[src/verilog/l2_mem_pkg.sv]
// ****************************************
// sizes, bank counts and field types of the L2 local memory
// import into any module that stores or moves these fields
// ****************************************

package l2_mem_pkg;

    // cache geometry
    localparam int L2_WAYS       = 4;
    localparam int L2_WAY_BITS   = 2;
    localparam int L2_SET_BITS   = 6;
    localparam int L2_TAG_BITS   = 12;
    localparam int L2_LINE_BITS  = 128;
    localparam int L2_STATE_BITS = 3;

    // banks per field, selected by the upper set bits
    localparam int L2_LINE_BANKS  = 2;
    localparam int L2_TAG_BANKS   = 1;
    localparam int L2_STATE_BANKS = 1;
    localparam int L2_HPROT_BANKS = 1;
    localparam int L2_EVICT_BANKS = 1;

    typedef logic [L2_SET_BITS-1:0]   l2_set_t;
    typedef logic [L2_WAY_BITS-1:0]   l2_way_t;
    typedef logic [L2_TAG_BITS-1:0]   l2_tag_t;
    typedef logic [L2_LINE_BITS-1:0]  line_t;
    typedef logic [L2_STATE_BITS-1:0] state_t;

    // single protection bit per way
    typedef logic hprot_t;

endpackage

[src/verilog/l2_write_ctrl.sv]
// ****************************************
// per-way, per-field write enables from the way number and strobes
// ****************************************

`timescale 1ns/10ps

module l2_write_ctrl (
    input  l2_mem_pkg::l2_way_t              way,
    input  logic                             wr_en_line,
    input  logic                             wr_en_state,
    input  logic                             wr_en_state_all_ways,
    input  logic                             wr_en_put_reqs,
    output logic [l2_mem_pkg::L2_WAYS-1:0]   line_we,
    output logic [l2_mem_pkg::L2_WAYS-1:0]   tag_we,
    output logic [l2_mem_pkg::L2_WAYS-1:0]   state_we,
    output logic [l2_mem_pkg::L2_WAYS-1:0]   hprot_we
);

    import l2_mem_pkg::*;

    logic [L2_WAYS-1:0] way_sel;

    always_comb begin
        for (int i = 0; i < L2_WAYS; i++) begin
            way_sel[i] = (way == L2_WAY_BITS'(i));
        end
    end

    // a put request fills the whole entry of the selected way
    always_comb begin
        for (int i = 0; i < L2_WAYS; i++) begin
            line_we[i]  = way_sel[i] && (wr_en_line || wr_en_put_reqs);
            tag_we[i]   = way_sel[i] && wr_en_put_reqs;
            hprot_we[i] = way_sel[i] && wr_en_put_reqs;
            state_we[i] = (way_sel[i] && (wr_en_state || wr_en_put_reqs))
                          || wr_en_state_all_ways;
        end
    end

    // the all-ways state write would otherwise clobber the other ways' state
    always_comb begin
        a_all_ways_alone: assert final (
            (wr_en_state_all_ways && (wr_en_line || wr_en_put_reqs)) !== 1'b1
        ) else $error("write ctrl: all-ways state write mixed with line write");
    end

endmodule

[config.mk]
export PLATFORM = sky130hd
export DESIGN_NAME = l2_write_ctrl
export DESIGN_NICKNAME = d
export VERILOG_FILES = /design/src/verilog/l2_mem_pkg.sv /design/src/verilog/l2_write_ctrl.sv
export SDC_FILE = /design/constraint.sdc
export NUM_CORES = 1
export LEC_CHECK = 0
export BUFFER_PORTS_ARGS = -buffer_cell sky130_fd_sc_hd__buf_2
export CAP_MARGIN = 10
export CORE_AREA = 3 3 40 42
export DETAILED_ROUTE_END_ITERATION = 8
export DIE_AREA = 0 0 43 45
export MAX_ROUTING_LAYER = met4
export PLACE_DENSITY = 0.35
export SLEW_MARGIN = 20
export SYNTH_ARGS = -nofsm -noshare
export SYNTH_HDL_FRONTEND = slang
export SYNTH_SLANG_ARGS = --single-unit
[constraint.sdc]
create_clock -name vclk -period 0.8
set_input_delay 0 -clock vclk [all_inputs]
set_output_delay 0 -clock vclk [all_outputs]
set_load 0.005 [all_outputs]
=== After elaboration in Yosys (flattened, before gate mapping) ===
Cells that the tools add are included.

* Register bits after elaboration: 0
* Bits of input ports: 6
* Output and inout port bits: 16
* Logic and storage cells: 22

* Equal/unequal tests: 3
* Reduce and logical (&&, ||, !) cells: 19

{| class="wikitable"
|+ Operators by type and width
! cell !! number
|-
| $logic_and A1 B1 Y1 || 12
|-
| $logic_or A1 B1 Y1 || 6
|-
| $eq A2 B2 Y1 const B || 2
|-
| $eq A2 B1 Y1 const B || 1
|-
| $logic_not A2 Y1 || 1
|}

=== Logic depth before layout (Yosys ltp) ===
* Depth after elaboration: 3
* Mapped depth: 3
* Depth with buffers taken out: 2

=== Worst setup path before layout ===
No wires, ideal clock.

* Kind: input port to output port
* Start: in way[1]
* End: out tag_we[1] (netlist bit)
* Data arrival time: 0.424 ns
* Slack: 0.376 ns
* Stages: 3
* Cell sequence: nand2b_1 > nor2_1 > buf_4

* Cells in the longest elaborated chain, start to end: 2

{| class="wikitable"
|+ Ends and longest elaborated chain
! element !! RTL line !! source
|-
| start, declared || l2_write_ctrl.sv:8 || <nowiki>input l2_mem_pkg::l2_way_t way,</nowiki>
|-
| $eq A2 B1 Y1 || l2_write_ctrl.sv:25 || <nowiki>way_sel[i] = (way == L2_WAY_BITS'(i));</nowiki>
|-
| $logic_and A1 B1 Y1 || n/a ||
|-
| end, declared || l2_write_ctrl.sv:14 || <nowiki>output logic [l2_mem_pkg::L2_WAYS-1:0] tag_we,</nowiki>
|}

No other way between the ends.

=== Final worst setup path ===
* Start: in wr_en_put_reqs
* End: out line_we[1] (netlist bit)

* Cells in the longest elaborated chain, start to end: 2

{| class="wikitable"
|+ Ends and longest elaborated chain
! element !! RTL line !! source
|-
| start, declared || l2_write_ctrl.sv:12 || <nowiki>input logic wr_en_put_reqs,</nowiki>
|-
| $logic_or A1 B1 Y1 || l2_write_ctrl.sv:32 || <nowiki>line_we[i] = way_sel[i] && (wr_en_line || wr_en_put_reqs);</nowiki>
|-
| $logic_and A1 B1 Y1 || l2_write_ctrl.sv:32 ||
|-
| end, declared || l2_write_ctrl.sv:13 || <nowiki>output logic [l2_mem_pkg::L2_WAYS-1:0] line_we,</nowiki>
|}

No other way between the ends.

==> flow_summary_export.csv <==
group,metric,value,unit
drt,avgViaCountPerCell,3.59,
power_and_ir_drop,p_leak,0.141,nW
hold_path,holdPathEnd,"state_we[0]",
flow_run,maxCapViolCount,0,
drt,via_count,201,
final_layout,nClkBuffers,0,
timing,setup_viol,0,
worst_setup_path,path_depth,4,
power_and_ir_drop,pwr_density_cell,483,nW/um^2
drt,drc,0,
die,die-area,1940,sq um
placed_design,place_ws,211,ps
hold_path,holdPathStages,4,
logic_synthesis,ys_types,9,
final_layout,antenna_cells,0,
global_routing,grt_overflow,0,
worst_setup_path,critPathKind,"in -> out",
logic_synthesis,yosys_warnings,0,
logic_synthesis,yosysSeqAreaShare,0,%
die,chipWidth,43,um
hold_path,min-delay-start,"wr_en_state_all_ways",
global_routing,antenna_found_initial,0,
logic_synthesis,syn_inst,23,
placed_design,place_congestion,0.659,
timing,setup_ws,217,ps
drt,drtIter0Drc,1,
worst_setup_path,cp.buffers_inverters,2,
clock_network,cts_setup_buffers,0,
hold_path,hold_class,"in -> out",
logic_synthesis,syn-num-nets,29,
timing,grt_setup_unrepaired,"false",
timing,fin_crit_sh,72.9,%
power_and_ir_drop,ir_worst_vdd,0.000115,V
die,io_pins,22,
final_layout,drive_above_1_share,56.1,%
worst_setup_path,slowest_delay,240,ps
clock_network,ctsResizeCount,0,
worst_setup_path,cp-end-kind,"output pin",
logic_synthesis,synth_area_leaders,"buf_4 (26%), nor2_1 (26%), o21ai_1 (13%)",
worst_setup_path,critPathLaunchType,"input port",
final_layout,finalNetCount,49,
timing,hold_viol,0,
die,initial_utilization,9.06,%
timing,tightest_slew,293,ps
global_routing,grtUsageTotal,4.53,%
timing,finalMaxSlewViolations,0,
worst_setup_path,cp.arrival,580,ps
worst_setup_path,path_max_fanout,4,
die,rows,13,
drt,firstDrtPassIters,2,
clock_network,cts_hold_buffers,0,
placed_design,port_buffers,22,
timing,max-slew-margin-rel,80.4,%
logic_synthesis,synth_common_cells,"nor2_1 (8), buf_4 (4), o21ai_1 (3)",
drt,finalWirelength,492,um
final_layout,seq_area,0,sq um
worst_setup_path,critPathRequiredTime,800,ps
final_layout,post-route-util,16.7,%
logic_synthesis,synth_top_area_share,25.8,%
power_and_ir_drop,finalPower,0.104,mW
worst_setup_path,crit_chain,"buf_2 > nor2_1 > nor2_1 > buf_2",
logic_synthesis,synth.largest_area_cell,"buf_4",
logic_synthesis,synth_most_common_cell,"nor2_1",
worst_setup_path,critPathSlowestCell,"nor2_1",
global_routing,grt_pass1_wl,696,um
global_routing,first_global_vias,154,
outcome,status,"finished, final reports clean",
timing,period_minus_slack,583,ps
final_layout,syn_to_final_growth,84.9,%
final_layout,flops_and_latches,0,
timing,fmax,1.72,GHz
die,fp.coreArea,1280,sq um
logic_synthesis,synth.cell_area,116,sq um
drt,ant_nets,0,
die,die_y,45,um
placed_design,dp_hpwl,447,um
logic_synthesis,syn_area_per_cell,5.06,sq um
drt,wire_per_inst,8.79,um
global_routing,grt_max_degree,7,
worst_setup_path,cp_top_family,"simple AND/OR/NAND/NOR gates",
timing,tns,0,ps
[per-stage QoR]
step / hold WS [ps] / instances / instance area (sq um)
after global routing: 326 / 56 / 215
after floorplan: 34.2 / 23 / 116
after global placement: 302 / 56 / 215
after detailed placement: 306 / 56 / 215
final: 297 / 56 / 215
after CTS: 307 / 56 / 215
[tightest hold or removal path: stages]
cell	delay [ps]
buf_2	70
inv_1	50
o31ai_1	60
buf_2	110
[per-layer routing]
layer,GRT usage (%),up-vias,part of all wire [%]
met3,0,0,12
li1,-,107,-
met2,6.89,13,42
met4,0,0,0
met5,-,-,0
met1,7.14,81,46
[layout by cell type (no fill, tap or decap)]
cell type,Yosys,layout
buf_2,0,22
o21ai_1,3,3
inv_2,1,1
nor2_1,8,8
nor3_1,2,2
nand2b_1,2,2
nand2_1,1,1
o31ai_1,1,1
inv_1,1,1
[cell families after synthesis]
logic type,count (synthesis),share of synthesized area [%]
AOI/OAI and AO/OA,4,19.4
buffers and inverters,6,32.3
and+or+nand+nor,13,48.4
[cell type report]
class / count / area [sq um]
Fill cell: 157 / 1070
Inverter: 2 / 7.51
Multi-Input combinational cell: 17 / 78.8
Tap cell: 15 / 18.8
Timing Repair Buffer: 22 / 110
[worst max path at each step]
stage	start	end	slack [ps]
floorplan	way[1]	tag_we[1]	380
global placement	wr_en_put_reqs	state_we[1]	210
detailed placement	wr_en_put_reqs	state_we[1]	210
CTS	wr_en_put_reqs	state_we[1]	210
global route	wr_en_put_reqs	state_we[1]	160
finish	wr_en_put_reqs	line_we[1]	220
[where the power goes]
group / total, mW / switching [mW] / internal [mW]
Sequential: 0 / 0 / 0
Combinational: 0.104 / 0.0550 / 0.0489
Clock: 0 / 0 / 0
Total: 0.104 / 0.0550 / 0.0489
Power figures use the tool's default switching activity.
