## config.mk

```make
export PLATFORM = sky130hd
export DESIGN_NAME = l2_field_array
export DESIGN_NICKNAME = d
export VERILOG_FILES = /design/src/verilog/l2_mem_pkg.sv /design/src/verilog/l2_sram_bank.sv /design/src/verilog/l2_field_array.sv
export SDC_FILE = /design/constraint.sdc
export NUM_CORES = 1
export LEC_CHECK = 0
export BUFFER_PORTS_ARGS = -buffer_cell sky130_fd_sc_hd__buf_2
export CORE_ASPECT_RATIO = 0.5
export CORE_MARGIN = 3
export CORE_UTILIZATION = 60
export DETAILED_ROUTE_END_ITERATION = 8
export HOLD_SLACK_MARGIN = 0.03
export PLACE_DENSITY = 0.79
export SYNTH_ARGS = -nofsm -noshare
export SYNTH_HDL_FRONTEND = slang
export SYNTH_SLANG_ARGS = --single-unit
export TNS_END_PERCENT = 20
```

## constraint.sdc

```tcl
create_clock -name clk -period 1.83 [get_ports clk]
set_input_delay 0.0915 -clock clk [delete_from_list [all_inputs] [get_ports clk]]
set_output_delay 0.0915 -clock clk [all_outputs]
set_load 0.005 [all_outputs]
```

## src/verilog/l2_mem_pkg.sv

```systemverilog
// ****************************************
// sizes, bank counts and field types of the L2 local memory
// import into any module that stores or moves these fields
// ****************************************

package l2_mem_pkg;

    // cache geometry
    localparam int L2_WAYS       = 4;
    localparam int L2_WAY_BITS   = 2;
    localparam int L2_SET_BITS   = 6;
    localparam int L2_TAG_BITS   = 12;
    localparam int L2_LINE_BITS  = 128;
    localparam int L2_STATE_BITS = 3;

    // banks per field, selected by the upper set bits
    localparam int L2_LINE_BANKS  = 2;
    localparam int L2_TAG_BANKS   = 1;
    localparam int L2_STATE_BANKS = 1;
    localparam int L2_HPROT_BANKS = 1;
    localparam int L2_EVICT_BANKS = 1;

    typedef logic [L2_SET_BITS-1:0]   l2_set_t;
    typedef logic [L2_WAY_BITS-1:0]   l2_way_t;
    typedef logic [L2_TAG_BITS-1:0]   l2_tag_t;
    typedef logic [L2_LINE_BITS-1:0]  line_t;
    typedef logic [L2_STATE_BITS-1:0] state_t;

    // single protection bit per way
    typedef logic hprot_t;

endpackage

```

## src/verilog/l2_sram_bank.sv

```systemverilog
// ****************************************
// behavioral synchronous RAM bank with a registered read port
// ****************************************

`timescale 1ns/10ps

module l2_sram_bank #(
    parameter type payload_t = logic,
    parameter int  DEPTH     = 64
) (
    input  logic                     clk,
    input  logic                     ce,
    input  logic                     we,
    input  logic [$clog2(DEPTH)-1:0] addr,
    input  payload_t                 wdata,
    output payload_t                 rdata
);

    payload_t mem [DEPTH];

    // read sees the old word when a write hits the same address
    always_ff @(posedge clk) begin
        if (we) begin
            mem[addr] <= wdata;
        end
        if (ce) begin
            rdata <= mem[addr];
        end
    end

    // output register holds its value while ce is low
    a_addr_known: assert property (
        @(posedge clk) (ce || we) |-> !$isunknown(addr)
    ) else $error("sram bank: unknown address on an active access");

endmodule

```

## src/verilog/l2_field_array.sv

```systemverilog
// ****************************************
// banked storage of one field for one way
// upper set bits pick the bank, the rest address inside it
// ****************************************

`timescale 1ns/10ps

module l2_field_array #(
    parameter type payload_t = logic,
    parameter int  NUM_BANKS = 1
) (
    input  logic                clk,
    input  logic                wr_rst,
    input  logic                rd_en,
    input  logic                we,
    input  l2_mem_pkg::l2_set_t set_in,
    input  payload_t            wdata,
    output payload_t            rdata
);

    import l2_mem_pkg::*;

    localparam int BANK_BITS = (NUM_BANKS > 1) ? $clog2(NUM_BANKS) : 0;
    localparam int SEL_BITS  = (NUM_BANKS > 1) ? BANK_BITS : 1;
    localparam int ADDR_BITS = L2_SET_BITS - BANK_BITS;
    localparam int DEPTH     = 1 << ADDR_BITS;

    logic [SEL_BITS-1:0]  cur_bank;
    logic [SEL_BITS-1:0]  rd_bank;
    logic [ADDR_BITS-1:0] bank_addr;
    logic [NUM_BANKS-1:0] bank_we;
    logic [NUM_BANKS-1:0] bank_ce;
    payload_t             bank_rdata [NUM_BANKS];

    // a single bank shifts out every set bit and lands on bank 0
    assign cur_bank  = SEL_BITS'(set_in >> ADDR_BITS);
    assign bank_addr = set_in[ADDR_BITS-1:0];

    always_comb begin
        for (int b = 0; b < NUM_BANKS; b++) begin
            bank_we[b] = we && (cur_bank == SEL_BITS'(b));
            bank_ce[b] = rd_en && (cur_bank == SEL_BITS'(b));
        end
    end

    // remember which bank was read so the mux follows the read, not set_in
    always_ff @(posedge clk) begin
        if (wr_rst) begin
            rd_bank <= '0;
        end else if (rd_en) begin
            rd_bank <= cur_bank;
        end
    end

    for (genvar b = 0; b < NUM_BANKS; b++) begin : g_bank
        l2_sram_bank #(
            .payload_t (payload_t),
            .DEPTH     (DEPTH)
        ) u_bank (
            .clk   (clk),
            .ce    (bank_ce[b]),
            .we    (bank_we[b]),
            .addr  (bank_addr),
            .wdata (wdata),
            .rdata (bank_rdata[b])
        );
    end

    assign rdata = bank_rdata[rd_bank];

    // a write must land in exactly one existing bank
    a_one_bank_we: assert property (
        @(posedge clk) we |-> $onehot(bank_we)
    ) else $error("field array: write does not hit exactly one bank");

endmodule

```

# Word-level counts from Yosys, hierarchy flattened
# Memory sizes are Yosys's and may differ from the RTL's. A register that Yosys moved wholly into a read port is not among the register bits.
# Index checks and enable logic that the tools add are counted.
[word_totals]
inputBits = 11
mem_bits_rw = 64
word_cells = 3
reg_bits = 0
memories = 1
output_inout_bits = 1
[mem_list]
columns = ["name", "words", "word_bits", "read_ports", "rd_ports_with_merged_regs", "wr", "line_no", "text"]
rows = [
  ["g_bank[0].u_bank.mem", 64, 1, 1, 1, 1, "l2_sram_bank.sv:19", "payload_t mem [DEPTH];"],
]
[classes]
muxes = 2
[op_table]
columns = ["operator", "n"]
rows = [
  ["$mux 1", 2],
]

# Longest topological paths before layout
[logic_depth]
depth_word = 2
ltp_mapped = 8

# Least setup slack after synthesis
# No wires, ideal clock.
[synth_timing]
path_kind = "register -> register"
from = "memory g_bank[0].u_bank.mem[15] (netlist bit)"
to = "register g_bank[0].u_bank.rdata (read register of g_bank[0].u_bank.mem) (data pin)"
n_path_buf = 0
period_less_slack_ns = 1.572
required_ns = 1.559
path_slack_ns = 0.258
arrival_ns = 1.301
stages_incl_launch_ff = 6
setup_time_ns = 0.271
cell_sequence = "edfxtp_1 mux4_2 mux2i_1 nor2_1 nor4_2 nand4_1"
[synth_rtl]
columns = ["item", "line_no", "text"]
rows = [
  ["start, declared", "l2_sram_bank.sv:19", ""],
  ["end, declared", "l2_sram_bank.sv:16", "output payload_t rdata"],
]

==> run metrics <==
Inst Count DP 315; Reg area 0.00195 sq mm; largest net degree at the start of global routing 65; final core occ 72.4%; number of cells upsized or downsized after cts 0; die area 0.00597 sq mm; final clock period utilization by the worst path 96.0%; Synth Area in Compound Gates 5.93%; Final setup viols 0; final setup TNS 0 ns; maximum buffer depth of the clock tree 2; crit path cell chain mux4_2 -> mux2i_1 -> nor2_1 -> nor4_2 -> nand4_1; TritonCTS buffer count 9; RSZ-0062 raised after global routing false; Vias per Instance 6.16; global route overflow 0; Die Ht 56.2 microns; footprint of the multi-input gates 961 sq um; antenna viol nets, final 0; buffers added on ports 10; first-pass GRT wire length 10400 microns; Reg2Reg Setup Slack 0.07 ns; Die X 106 microns; clk slew on worst S/H paths 0.06 ns; CP max FO 1; core area 0.00462 sq mm; worst reg2reg path startpoint g_bank[0].u_bank.mem[15]; Synth Area in Simple Gates 17.9%; HP Class in2reg; reg2reg path depth 5; Clock Sinks 65; num rows 17; synth unique cells 39; crit path capture type flop; gr usage total 23.6%; Syn-to-layout area delta 10.7%; Hold Startpoint set_in[5]; outcome finished clean; WP data arrival 1.83 ns; Hold EP g_bank[0].u_bank.mem[36]; Post-Layout Cell Count 332; Final Hold Fails 0; slew margin rel. 63.4%; # fillers 322; syn_nets 253; initial antenna violation count 0; CP required 1.90 ns; commonest non-fill, non-tap cells in the layout nor2_1 (69), edfxtp_1 (65), buf_4 (12), nand2_1 (10), buf_2 (10); setup repair bufs after CTS 0; Synth Register Bits 65; Yosys warnings 0; IO Pins 12; routed vias 2044; post-synthesis mux area share 8.00%; Setup CP Type reg2reg; DP HPWL 4190 microns; Worst Hold Depth 3; Remaining DRCs 0; cell area after synthesis 0.00302 sq mm; max-cap violation count 0; Root Driver clkbuf_8; CTS Hold Bufs 1; XOR/XNOR share of the synthesized area 0%; Syn Area/Cell 12.5 sq um; Seq/Total Area, Yosys 64.6%; DRC marker count from the first detailed-route iteration 248; f_max 569 MHz; post-layout min period 1.76 ns; CP Launch Type flop; WL final 6390 microns; Pleak 0.00110 uW; vias in the first global route 2020; Reg-to-Reg End g_bank[0].u_bank.rdata; DR WL/cell 19.2 microns; gpl congestion 0.826; share of cells above drive strength 1 17.3%; worst-margin pin slew 0.549 ns; most common cell after layout, fill and taps aside nor2_1; largest family of logic cells by synthesized area simple AND/OR/NAND/NOR gates; Pre-antenna DRT Iters 5; adder-cell share of the synthesized area 0%; H-Tree Depth 3; CTS tree built; P per Cell Area 900 mW/mm^2; Worst-Skew Late Latency 0.34 ns; Post-Syn Instances 242; Crit-path slowest cell mux4_2; # diodes 0; Initial Util 65.4%; Crit path largest cell delay 0.47 ns; max-slew violations 0; NumNets Final 272; maximum vdd ir drop 0.432 mV; final setup skew 0.00526 ns
cell families (layout without fill, tap and decap cells):
group / count (synthesis) / after routing
AO/OA/AOI/OAI: 24 / 24
buffers and inverters: 20 / 44
flip-flops: 65 / 65
multiplexers: 16 / 16
AND/OR/NAND/NOR: 117 / 117
power by group:
part	switching (uW)	internal, uW	leakage (uW)
clock	509	621	0.0000918
combinational	143	80.8	0.000426
sequential	3.75	1650	0.000586
flip-flops by register name, indices dropped and copies added (netlist names):
signal / count
g_bank.u_bank.mem: 64
g_bank.u_bank.rdata: 1
worst max-delay path by stage:
stage	startpoint	endpoint	slack, ns	depth (start not counted)
after floorplan	g_bank[0].u_bank.mem[15]	g_bank[0].u_bank.rdata	0.26	5
after global placement	g_bank[0].u_bank.mem[15]	g_bank[0].u_bank.rdata	0.1	5
after detailed placement	g_bank[0].u_bank.mem[15]	g_bank[0].u_bank.rdata	0.07	5
after CTS	g_bank[0].u_bank.mem[15]	g_bank[0].u_bank.rdata	0.05	5
after global routing	g_bank[0].u_bank.mem[15]	g_bank[0].u_bank.rdata	0.01	5
final	g_bank[0].u_bank.mem[15]	g_bank[0].u_bank.rdata	0.07	5
synthesized netlist by cell type:
cell,count,area [sq um]
a22oi_1,6,45.0
nand2b_1,4,25.0
mux2i_1,8,80.1
a21oi_1,1,5.00
or3_1,2,12.5
mux2_4,1,15.0
mux2_2,1,11.3
clkbuf_1,4,15.0
mux4_2,6,135
edfxtp_1,65,1950
buf_2,7,35.0
nor3_1,4,20.0
o21ai_1,1,5.00
nand2_1,10,37.5
nor4_1,1,6.26
inv_1,5,18.8
nor2_1,69,259
a311oi_1,1,8.76
a31oi_1,1,6.26
and2_1,1,6.26
nor2b_2,1,8.76
a22o_1,3,26.3
a221oi_1,2,17.5
nand4_1,3,18.8
o2111ai_1,1,8.76
buf_6,3,33.8
buf_1,1,3.75
nand2_2,1,6.26
nor2b_1,3,18.8
a211oi_1,4,30.0
and2b_4,1,10.0
o21ai_0,2,10.0
nand3b_1,5,37.5
and3_1,2,12.5
and3b_1,1,8.76
o2bb2ai_1,1,8.76
nand3_1,8,40.0
o31ai_1,1,7.51
nor4_2,1,12.5
layer usage:
metal | up-vias | GRT usage (%) | part of all wire [%]
met3 | 10 | 8.00 | 12
li1 | 926 | - | -
met5 | - | 0 | 0
met1 | 977 | 33.5 | 42
met2 | 131 | 35.6 | 45
met4 | 0 | 5.54 | 1.3
critical path: cells and delay by family, from the launching register on:
family | cells | cell delay, ns
flops | 1 | 0.37
mux | 2 | 0.62
simple gates | 3 | 0.51
layout make-up:
| type | instances | share of cell area [%] |
|---|---|---|
| clock buffer | 12 | 4.04 |
| clock inverter | 4 | 1.31 |
| inverter | 5 | 0.561 |
| multi-input combinational | 157 | 28.7 |
| sequential | 65 | 58.4 |
| tap | 66 | 2.47 |
| timing repair buffer | 23 | 4.49 |
through the flow:
stage | cell area (sq um) | setup WS (ns) | total power [uW] | hold slack, ns
after floorplan | 3020 | 0.258 | 1830 | 0.190
after global placement | 3150 | 0.0980 | 1900 | 0.304
after detailed placement | 3150 | 0.0655 | 1910 | 0.304
after CTS | 3340 | 0.0522 | 3010 | 0.283
after global routing | 3340 | 0.0134 | 3110 | 0.322
final | 3340 | 0.0729 | 3010 | 0.292
Note: power is estimated with default switching activity, not from simulation.
